### src/common/ipdc_cfg.svh
`ifndef IPDC_CFG_SVH
`define IPDC_CFG_SVH

// image geometry, square image and window
`define IPDC_IMG_DIM      8
`define IPDC_WIN_DIM      4
`define IPDC_PIX_CNT      64
`define IPDC_WIN_CNT      16

// origin index for zoom-in, row 2 col 2
`define IPDC_ZOOM_ORIGIN  18

// one color channel
`define IPDC_CHAN_W       8

// chroma offset, 128 scaled by 8 before the final shift
`define IPDC_CBCR_BIAS    1024

`endif

### src/common/ipdc_pkg.sv
`include "ipdc_cfg.svh"

package ipdc_pkg;

	// pixel types
	typedef logic [`IPDC_CHAN_W-1:0]   chan_t;
	typedef logic [3*`IPDC_CHAN_W-1:0] pixel_t;

	// red sits in the low byte
	typedef struct packed {
		chan_t b;
		chan_t g;
		chan_t r;
	} rgb_s;

	// index and counter widths
	typedef logic [$clog2(`IPDC_PIX_CNT)-1:0]   pix_idx_t;
	typedef logic [$clog2(`IPDC_WIN_CNT+1)-1:0] win_cnt_t;

	// op codes as seen on i_op_mode
	typedef enum logic [2:0] {
		OP_LOAD   = 3'd0,
		OP_RIGHT  = 3'd1,
		OP_DOWN   = 3'd2,
		OP_HOME   = 3'd3,
		OP_ZOOM   = 3'd4,
		OP_MEDIAN = 3'd5,
		OP_YCBCR  = 3'd6,
		OP_RGB    = 3'd7
	} op_e;

	typedef enum logic [1:0] {
		ST_IDLE,
		ST_LOAD,
		ST_LOAD_DONE,
		ST_DISPLAY
	} ctrl_state_e;

	// buffer write port bundle
	typedef struct packed {
		logic     we;
		pix_idx_t addr;
		pixel_t   data;
	} buf_wr_s;

endpackage

### src/source/ipdc_ctrl.sv
`timescale 1ns/1ps
`include "ipdc_cfg.svh"

module ipdc_ctrl
	import ipdc_pkg::*;
(
	input  logic     i_clk,
	input  logic     i_rst_n,
	input  logic     i_op_valid,
	input  op_e      i_op_mode,
	input  logic     i_in_valid,
	input  pixel_t   i_in_data,
	output logic     o_in_ready,
	output buf_wr_s  o_wr,
	output pix_idx_t o_rd_idx,
	output logic     o_win_vld,
	output logic     o_load_done,
	output logic     o_ycbcr_mode
);

	ctrl_state_e state;
	pix_idx_t    origin;
	pix_idx_t    origin_nxt;
	pix_idx_t    load_idx;
	logic        load_seen;
	win_cnt_t    cnt;
	pix_idx_t    win_off;

	// --------------------------------------------------
	// origin update
	// --------------------------------------------------
	// col in low 3 bits, row in high 3 bits
	always_comb begin
		origin_nxt = origin;
		case (i_op_mode)
			OP_RIGHT: begin
				// stop once the window touches the right edge
				if (origin[2:0] < 3'(`IPDC_IMG_DIM - `IPDC_WIN_DIM)) begin
					origin_nxt = origin + 6'd1;
				end
			end
			OP_DOWN: begin
				if (origin[5:3] < 3'(`IPDC_IMG_DIM - `IPDC_WIN_DIM)) begin
					origin_nxt = origin + 6'(`IPDC_IMG_DIM);
				end
			end
			OP_HOME: origin_nxt = '0;
			OP_ZOOM: origin_nxt = 6'(`IPDC_ZOOM_ORIGIN);
			default: origin_nxt = origin;
		endcase
	end

	// --------------------------------------------------
	// main fsm
	// --------------------------------------------------
	always_ff @(posedge i_clk or negedge i_rst_n) begin
		if (!i_rst_n) begin
			state        <= ST_IDLE;
			origin       <= '0;
			load_idx     <= '0;
			load_seen    <= 1'b0;
			cnt          <= '0;
			o_win_vld    <= 1'b0;
			o_ycbcr_mode <= 1'b0;
		end else begin
			case (state)
				ST_IDLE: begin
					if (i_op_valid) begin
						origin <= origin_nxt;
						case (i_op_mode)
							OP_LOAD: begin
								state     <= ST_LOAD;
								load_idx  <= '0;
								load_seen <= 1'b0;
							end
							OP_RIGHT, OP_DOWN, OP_HOME, OP_ZOOM: begin
								state <= ST_DISPLAY;
								cnt   <= '0;
							end
							OP_YCBCR: o_ycbcr_mode <= 1'b1;
							OP_RGB:   o_ycbcr_mode <= 1'b0;
							// median is a no-op, stays idle
							default:  state <= ST_IDLE;
						endcase
					end
				end
				ST_LOAD: begin
					// raster order, one pixel per valid cycle
					if (i_in_valid) begin
						load_idx  <= load_idx + 6'd1;
						load_seen <= 1'b1;
					end else if (load_seen) begin
						state <= ST_LOAD_DONE;
					end
				end
				// single cycle, formatter emits the done beat
				ST_LOAD_DONE: state <= ST_IDLE;
				ST_DISPLAY: begin
					if (cnt == win_cnt_t'(`IPDC_WIN_CNT)) begin
						state     <= ST_IDLE;
						cnt       <= '0;
						o_win_vld <= 1'b0;
					end else begin
						o_win_vld <= 1'b1;
						cnt       <= cnt + 5'd1;
					end
				end
				default: state <= ST_IDLE;
			endcase
		end
	end

	// --------------------------------------------------
	// window read address
	// --------------------------------------------------
	// cnt/4 picks the row, cnt%4 the column
	assign win_off = {1'b0, cnt[3:2], 1'b0, cnt[1:0]};

	// issued together with o_win_vld
	always_ff @(posedge i_clk) begin
		o_rd_idx <= origin + win_off;
	end

	// buffer write port
	always_comb begin
		o_wr.we   = (state == ST_LOAD) && i_in_valid;
		o_wr.addr = load_idx;
		o_wr.data = i_in_data;
	end

	assign o_in_ready  = (state == ST_IDLE) || (state == ST_LOAD);
	assign o_load_done = (state == ST_LOAD_DONE);

	// --------------------------------------------------
	// checks
	// --------------------------------------------------
	// walk never runs past the window
	a_cnt_range: assert property (@(posedge i_clk) disable iff (!i_rst_n)
		cnt <= win_cnt_t'(`IPDC_WIN_CNT));

	// window never hangs off the image
	a_origin_in_bounds: assert property (@(posedge i_clk) disable iff (!i_rst_n)
		origin[2:0] <= 3'(`IPDC_IMG_DIM - `IPDC_WIN_DIM) &&
		origin[5:3] <= 3'(`IPDC_IMG_DIM - `IPDC_WIN_DIM));

endmodule

### src/source/image_buffer.sv
`timescale 1ns/1ps
`include "ipdc_cfg.svh"

module image_buffer
	import ipdc_pkg::*;
(
	input  logic     i_clk,
	input  logic     i_rst_n,
	input  buf_wr_s  i_wr,
	input  pix_idx_t i_rd_idx,
	output pixel_t   o_rd_data
);

	// 64 pixels, raster order
	pixel_t mem [`IPDC_PIX_CNT];

	// --------------------------------------------------
	// write port
	// --------------------------------------------------
	// image starts black after reset
	always_ff @(posedge i_clk or negedge i_rst_n) begin
		if (!i_rst_n) begin
			for (int i = 0; i < `IPDC_PIX_CNT; i++) begin
				mem[i] <= '0;
			end
		end else if (i_wr.we) begin
			mem[i_wr.addr] <= i_wr.data;
		end
	end

	// --------------------------------------------------
	// read port
	// --------------------------------------------------
	// zero latency, formatter registers it
	assign o_rd_data = mem[i_rd_idx];

endmodule

### src/source/pixel_formatter.sv
`timescale 1ns/1ps
`include "ipdc_cfg.svh"

module pixel_formatter
	import ipdc_pkg::*;
(
	input  logic   i_clk,
	input  logic   i_rst_n,
	input  pixel_t i_pix,
	input  logic   i_win_vld,
	input  logic   i_load_done,
	input  logic   i_ycbcr_mode,
	output logic   o_out_valid,
	output pixel_t o_out_data
);

	rgb_s        rgb;
	rgb_s        ycc;
	logic [11:0] r_x;
	logic [11:0] g_x;
	logic [11:0] b_x;
	logic [11:0] y_sum;
	logic [11:0] cb_sum;
	logic [11:0] cr_sum;

	// drop 3 fraction bits, clip at 255
	function automatic chan_t sat_div8(input logic [11:0] sum);
		logic [8:0] q;
		q = sum[11:3];
		if (q[8]) begin
			return {`IPDC_CHAN_W{1'b1}};
		end
		return q[7:0];
	endfunction

	assign rgb = rgb_s'(i_pix);

	// zero-extended channels
	assign r_x = {4'b0, rgb.r};
	assign g_x = {4'b0, rgb.g};
	assign b_x = {4'b0, rgb.b};

	// --------------------------------------------------
	// ycbcr, all sums scaled by 8
	// --------------------------------------------------
	// y = (2r + 5g + 4) / 8, max 1789
	assign y_sum = (r_x << 1) + (g_x << 2) + g_x + 12'd4;

	// bias first so the sum never goes negative
	// cb = (1024 + 4b - r - 2g + 4) / 8
	assign cb_sum = 12'(`IPDC_CBCR_BIAS) + 12'd4 + (b_x << 2) - r_x - (g_x << 1);

	// cr = (1024 + 4r - 3g - b + 4) / 8
	assign cr_sum = 12'(`IPDC_CBCR_BIAS) + 12'd4 + (r_x << 2) - (g_x << 1) - g_x - b_x;

	// y low byte, cb middle, cr high
	always_comb begin
		ycc.r = sat_div8(y_sum);
		ycc.g = sat_div8(cb_sum);
		ycc.b = sat_div8(cr_sum);
	end

	// --------------------------------------------------
	// output register
	// --------------------------------------------------
	always_ff @(posedge i_clk or negedge i_rst_n) begin
		if (!i_rst_n) begin
			o_out_valid <= 1'b0;
			o_out_data  <= '0;
		end else if (i_load_done) begin
			// load finished, one zero beat
			o_out_valid <= 1'b1;
			o_out_data  <= '0;
		end else if (i_win_vld) begin
			o_out_valid <= 1'b1;
			o_out_data  <= i_ycbcr_mode ? pixel_t'(ycc) : i_pix;
		end else begin
			o_out_valid <= 1'b0;
		end
	end

	// load done and window walk come from different fsm states
	a_done_vs_win: assert property (@(posedge i_clk) disable iff (!i_rst_n)
		!(i_load_done && i_win_vld));

endmodule

### src/source/ipdc_top.sv
`timescale 1ns/1ps

module ipdc_top
	import ipdc_pkg::*;
(
	input  logic       i_clk,
	input  logic       i_rst_n,
	input  logic       i_op_valid,
	input  logic [2:0] i_op_mode,
	input  logic       i_in_valid,
	input  pixel_t     i_in_data,
	output logic       o_in_ready,
	output logic       o_out_valid,
	output pixel_t     o_out_data
);

	// --------------------------------------------------
	// internal nets
	// --------------------------------------------------
	buf_wr_s  buf_wr;
	pix_idx_t rd_idx;
	pixel_t   rd_pix;
	logic     win_vld;
	logic     load_done;
	logic     ycbcr_mode;

	// control, op decode and window walk
	ipdc_ctrl u_ctrl (
		.i_clk        (i_clk),
		.i_rst_n      (i_rst_n),
		.i_op_valid   (i_op_valid),
		.i_op_mode    (op_e'(i_op_mode)),
		.i_in_valid   (i_in_valid),
		.i_in_data    (i_in_data),
		.o_in_ready   (o_in_ready),
		.o_wr         (buf_wr),
		.o_rd_idx     (rd_idx),
		.o_win_vld    (win_vld),
		.o_load_done  (load_done),
		.o_ycbcr_mode (ycbcr_mode)
	);

	// 8x8 image storage
	image_buffer u_buf (
		.i_clk     (i_clk),
		.i_rst_n   (i_rst_n),
		.i_wr      (buf_wr),
		.i_rd_idx  (rd_idx),
		.o_rd_data (rd_pix)
	);

	// color conversion and output register
	pixel_formatter u_fmt (
		.i_clk        (i_clk),
		.i_rst_n      (i_rst_n),
		.i_pix        (rd_pix),
		.i_win_vld    (win_vld),
		.i_load_done  (load_done),
		.i_ycbcr_mode (ycbcr_mode),
		.o_out_valid  (o_out_valid),
		.o_out_data   (o_out_data)
	);

endmodule

### config.mk
export PLATFORM = sky130hd
export DESIGN_NAME = ipdc_top
export DESIGN_NICKNAME = d
export VERILOG_FILES = /design/src/common/ipdc_pkg.sv /design/src/source/ipdc_ctrl.sv /design/src/source/image_buffer.sv /design/src/source/pixel_formatter.sv /design/src/source/ipdc_top.sv
export VERILOG_INCLUDE_DIRS = /design/src /design/src/common
export SDC_FILE = /design/constraint.sdc
export NUM_CORES = 2
export LEC_CHECK = 0
export BUFFER_PORTS_ARGS = -buffer_cell sky130_fd_sc_hd__buf_2
export CAP_MARGIN = 20
export CORE_UTILIZATION = 45
export DETAILED_ROUTE_END_ITERATION = 8
export SLEW_MARGIN = 30
export SYNTH_ARGS = -nofsm -noshare
export SYNTH_HDL_FRONTEND = slang
export SYNTH_HIERARCHICAL = 1
export SYNTH_SLANG_ARGS = --single-unit
export TNS_END_PERCENT = 100
### constraint.sdc
create_clock -name i_clk -period 14.1 [get_ports i_clk]
set_input_delay 0.705 -clock i_clk [delete_from_list [all_inputs] [get_ports i_clk]]
set_output_delay 0.705 -clock i_clk [all_outputs]
set_load 0.03 [all_outputs]
Word-level counts from Yosys, hierarchy flattened
Index checks and enable logic that the tools add are counted.
{ "totals": {"wordCells": 176, "in_bits": 31, "out_inout_bits": 26, "reg_bits": 1589} }
{ "classes": {"n_reduce_logical": 17, "n_bitwise": 2, "mux": 43, "n_lt_le_gt_ge": 5, "n_eq_ne": 20, "n_addsub": 15} }
{ "op_table": {"columns": ["op", "count"], "rows": [
  ["bitwise mux 1536 bit", 1],
  ["binary-select mux 24 bit (select 6 bit)", 1],
  ["demux 24 bit (select 6 bit)", 1],
  ["two-way mux 24 bit", 6],
  ["two-way mux 8 bit", 6],
  ["subtractor 12 x 8 -> 12 bit", 3],
  ["two-way mux 6 bit", 5],
  ["adder 11 x 10 -> 12 bit, first input constant", 2],
  ["one-hot mux 6 bit (4 select lines)", 1],
  ["subtractor 12 x 9 -> 12 bit", 2],
  ["two-way mux 5 bit", 3],
  ["greater-or-equal comparator 7 bit, second input constant", 2],
  ["inverter 6 -> 7 bit", 2],
  ["adder 12 x 3 -> 12 bit, second input constant", 1],
  ["adder 12 x 8 -> 12 bit", 1],
  ["adder 6 x 1 -> 6 bit, second input constant", 2],
  ["inequality test 2 bit, second input constant", 6],
  ["one-hot mux 6 bit (2 select lines)", 1],
  ["adder 9 x 10 -> 11 bit", 1],
  ["one-hot mux 5 bit (2 select lines)", 1],
  ["AND reduction 5 bit", 2],
  ["equality test 3 bit, second input constant", 3],
  ["two-way mux 1 bit", 9],
  ["two-way mux 2 bit", 4],
  ["other kinds (24)", 36]
]} }

Longest topological paths before layout
{ "logic_depth": {"depth_word": 13, "depth_mapped": 21, "mapped_depth_nobuf": 17} }

Cells and area by module
Netlist, hierarchy kept.
{ "modules_own_cells": {"columns": ["module", "seq_area_each_um2", "n_inst", "cells_each", "area_each_um2"], "rows": [
  ["image_buffer", 38436.9, 1, 4486, 70495.1],
  ["pixel_formatter", 625.6, 1, 374, 3377.0],
  ["ipdc_ctrl", 670.6, 1, 191, 1762.9]
]} }

Worst setup path before layout
No wires, ideal clock.
{ "synth_path": {"path_type": "register to register", "startpoint": "register u_ctrl.o_rd_idx[1]", "endpoint": "register u_fmt.o_out_data[21]", "path_stages_with_launch": 20, "period_less_slack_ns": 4.823, "n_path_buf": 5, "required_time_ns": 13.978, "arrival_time_ns": 4.700, "setup_time_ns": 0.122, "path_slack_ns": 9.277, "path_cell_list": "dfxtp_1 -> buf_4 -> buf_12 -> buf_8 -> buf_8 -> nor2_2 -> buf_2 -> a221oi_1 -> o21ai_0 -> a311oi_1 -> inv_1 -> fa_1 -> fa_1 -> ha_1 -> ha_1 -> and2_1 -> a221oi_4 -> a31oi_2 -> o221ai_1 -> nand2_1"} }
{ "synth_via": {"elab_cells_between_ends": 13, "classes_between": "add/sub (4); mux (8); bitwise (1)"} }
{ "synth_rtl": {"columns": ["item", "line_no", "text"], "rows": [
  ["start, declared", "ipdc_ctrl.sv:15", "output pix_idx_t o_rd_idx,"],
  ["start signal, assigned", "ipdc_ctrl.sv:121", "o_rd_idx <= origin + win_off;"],
  ["inverter 6 -> 7 bit (not written as such) *", "image_buffer.sv:35", "assign o_rd_data = mem[i_rd_idx];"],
  ["binary-select mux 24 bit (select 6 bit) *", "image_buffer.sv:35", null],
  ["two-way mux 24 bit (not written as such) * (2 in a row)", "image_buffer.sv:35", null],
  ["via rd_pix[14]", "ipdc_top.sv:22", "pixel_t rd_pix;"],
  ["subtractor 12 x 9 -> 12 bit", "pixel_formatter.sv:54", "assign cr_sum = 12'(`IPDC_CBCR_BIAS) + 12'd4 + (r_x << 2) - (g_x << 1) - g_x - b_x;"],
  ["subtractor 12 x 8 -> 12 bit * (2 in a row)", "pixel_formatter.sv:54", null],
  ["two-way mux 1 bit", "pixel_formatter.sv:30", "if (q[8]) begin"],
  ["two-way mux 8 bit *", "pixel_formatter.sv:33", "return q[7:0];"],
  ["two-way mux 24 bit *", "pixel_formatter.sv:76", "o_out_data <= i_ycbcr_mode ? pixel_t'(ycc) : i_pix;"],
  ["two-way mux 24 bit *", "pixel_formatter.sv:74", "end else if (i_win_vld) begin"],
  ["two-way mux 24 bit *", "pixel_formatter.sv:70", "end else if (i_load_done) begin"],
  ["end signal, assigned", "pixel_formatter.sv:76", null],
  ["end, declared", "pixel_formatter.sv:14", "output pixel_t o_out_data"]
]} }
Mark *: on every way through the listed nets, which the timed path passes. The rest lies on a longest branch. The select of a mux whose other input is x is not followed.
A chain may end at the register's enable or synchronous reset.

Worst setup path in the final report
{ "layout_path": {"startpoint": "register u_ctrl.o_rd_idx[1]", "endpoint": "register u_fmt.o_out_data[19]"} }
The elaborated chain is that of the path after synthesis.

==> results.toml <==
[timing]
setup_ws_ns = 6.881
period_share_pct = 51.20
setup_violations = 0
fmax_mhz = 138.5
final-hold-violation-count = 0
period_minus_slack_ns = 7.219
relSlewSlack_pct = 29.57
tightest_slew_ns = 1.045
skew_ns = 0.03370
slew_violations = 0
rsz0062_at_grt = "false"
fin_setup_tns_ns = 0

[global_routing]
grt_pass1_wl_um = 310400
groute.usage.overall_pct = 24.74
grt_pass1_vias = 45010
grt_overflow = 0
grt_max_degree = 178
antenna_found_initial = 14

[yosys]
synth_top_area_cell = "dfrtp_1"
syn_nets = 5172
synth_area_leaders = "dfrtp_1 52%, mux2_2 23%, mux4_2 10%, buf_4 1.5%, mux2i_1 1.4%"
synth_top_flop_cell = "dfrtp_1"
synth-edff-count = 0
avgSynthCellArea_um2 = 14.97
yosysWarnings = 6
synthDistinctLibCells = 92
syn_inst = 5051
yosysSeqAreaShare_pct = 52.53
yosys_register_bits = 1589
syn_area_um2 = 75640
synth_top_area_share_pct = 52.37
synthArstFlopShare_pct = 99.62

[critical_path]
r2r-start = "u_ctrl/o_rd_idx[1]"
path_max_fanout = 46
crit_path_max_incr_delay_ns = 0.75
cp_top_family = "buffers and inverters"
worst_setup_path_end_kind = "register"
worst_r2r_path_depth = 17
r2r_slack_ns = 6.88
r2r_end = "u_fmt/o_out_data[19]"
crit_buf_inv = 4
path_common_cell = "buf_4"
crit_slowest_cell = "buf_4"
crit_required_ns = 14.81
worstPathCellList = "buf_4 -> buf_4 -> buf_4 -> mux4_2 -> a221o_1 -> a21oi_1 -> nor3_1 -> inv_1 -> fa_1 -> fa_1 -> ha_1 -> ha_1 -> and2_1 -> a221oi_4 -> a31oi_2 -> o221ai_1 -> nand2_1"
critPathLaunchType = "register"
arrival_ns = 7.93
crit_type = "register to register"

[cells_and_area]
synthToLayoutAreaGrowth_pct = 10.62
mostFrequentLayoutCells = "1583 x dfrtp_1, 1567 x mux2_2, 344 x mux4_2"
fin_util_pct = 50.09
drive_gt1_share_pct = 48.80
final_common_cell = "dfrtp_1"
fin_nets = 5053

[routing]
vias = 43430
via_per_inst = 5.963
drt_pass1_iterations = 5
finalWirelength_um = 205900
drt_iter0_markers = 3443
routedWlPerCell_um = 28.28
drc_errors = 0
ant_nets = 0

[die]
rows = 150
io_pins = 57
dieWidth_um = 412.0
die_area_um2 = 169700
die_height_um = 412.0
start_util_pct = 45.28
core_area_um2 = 167000

[placement]
hpwl_um = 122800
port-buffer-count = 56
gp_congestion = 0.8725
preCtsSetupSlack_ns = 6.893

[clocking]
path_clk_slew_ns = 0.06
htreeDepth = 4
cts_buffer_depth = 3
numClockSinks = 1589
post_cts_buffers = 0
clock_latency_ns = 0.85
tritoncts = "yes"
root_buffer = "clkbuf_16"
cts_buffers = 175

[power_and_ir_drop]
powerDensity_nw_per_um2 = 214.0
leakage_nw = 39.85
peakVddDrop_v = 0.0005053

[worst_hold_path]
holdPathEnd = "u_ctrl/state[1]"
min_path_cells = 3
hold_path_class = "input port to register"
hp-start = "i_in_valid"

[flow_run]
cap_violations = 0

[outcome]
status = "completed"
-- tightest hold or removal path, stage by stage --
cell and delay [ns]:
buf_2 0.12, nand2b_1 0.12, a221oi_2 0.06
-- cells in the mapped netlist (all sizes together) (31+ instances only) --
cell type	n
nor2	86
mux2	1600
a221oi	32
nand3	33
dfrtp	1583
a22oi	38
ha	62
buf	310
mux4	344
nor2b	31
a21oi	58
o21ai	70
inv	75
clkbuf	182
mux2i	103
nand2	142
o22ai	36
-- cell families (layout without fill, tap and decap cells) --
family                     count (synthesis)  count (layout)  synth area share (%)
and+or+nand+nor                          362             362                 2.534
muxes                                   2047            2047                 35.43
adders and majority gates                 90              90                 1.767
xor gates and xnor gates                  17              17                0.1969
DFF                                     1589            1589                 52.53
AOI/OAI and AO/OA                        379             379                 3.522
other                                      0               7                     0
buffers and inverters                    567             588                 4.020
-- per-stage QoR --
| stage | power [mW] | hold slack [ns] | std cells | instance area, um2 |
|---|---|---|---|---|
| after floorplan | 11.26 | 0.4094 | 5051 | 75640 |
| after global placement | 13.20 | 0.4629 | 6935 | 77040 |
| after detailed placement | 13.25 | 0.4691 | 6953 | 77570 |
| after CTS | 17.97 | 0.1495 | 7271 | 83500 |
| after global routing | 19.01 | 0.1923 | 7278 | 83660 |
| final | 17.90 | 0.2211 | 7283 | 83670 |
-- timing repair --
item                                   CTS  global route
setup endpoints to repair                0             0
hold buffers                             1             0
resized for setup                        0             0
endpoints found under the hold margin  112             0
-- how the worst max path moves through the flow --
stage                                      end  slack [ns]               start  cells past startpoint
after floorplan           u_fmt/o_out_data[21]        9.28  u_ctrl/o_rd_idx[1]                     19
after global placement    u_fmt/o_out_data[19]        7.00  u_ctrl/o_rd_idx[1]                     17
after detailed placement  u_fmt/o_out_data[18]        6.89  u_ctrl/o_rd_idx[1]                     17
after CTS                 u_fmt/o_out_data[18]        6.87  u_ctrl/o_rd_idx[1]                     17
after global routing      u_fmt/o_out_data[20]        6.48  u_ctrl/o_rd_idx[1]                     17
final                     u_fmt/o_out_data[19]        6.88  u_ctrl/o_rd_idx[1]                     17
-- state kept, by name, summed over array words and instances (netlist names), 2 cells and up --
signal	cells
u_fmt/o_out_data	24
u_ctrl/load_idx	6
u_ctrl/state	2
u_buf/mem	1536
u_ctrl/cnt	5
u_ctrl/o_rd_idx	6
u_ctrl/origin	6
-- routing by layer --
layer,GRT usage (%),wire length (um)
met1,36.20,94880
met2,37.76,94130
met3,4.009,10490
met4,7.676,6394
met5,0,35
-- area by class of cell --
class	count	area, um2
Tap cell	2204	2758
Antenna cell	7	17.52
Sequential cell	1589	39750
Multi-Input combinational cell	2895	32980
Inverter	75	281.5
Timing Repair Buffer	196	1963
Clock buffer	270	5256
Clock inverter	47	664.4
Fill cell	14110	83370
-- where the power goes --
group	internal [mW]	leakage (nW)	switching, mW
clock	2.68	2.90	1.97
combinational	3.32	15.0	4.58
sequential	4.98	21.9	0.377
total	11.0	39.9	6.92
Note: power is estimated with default switching activity, not from simulation.
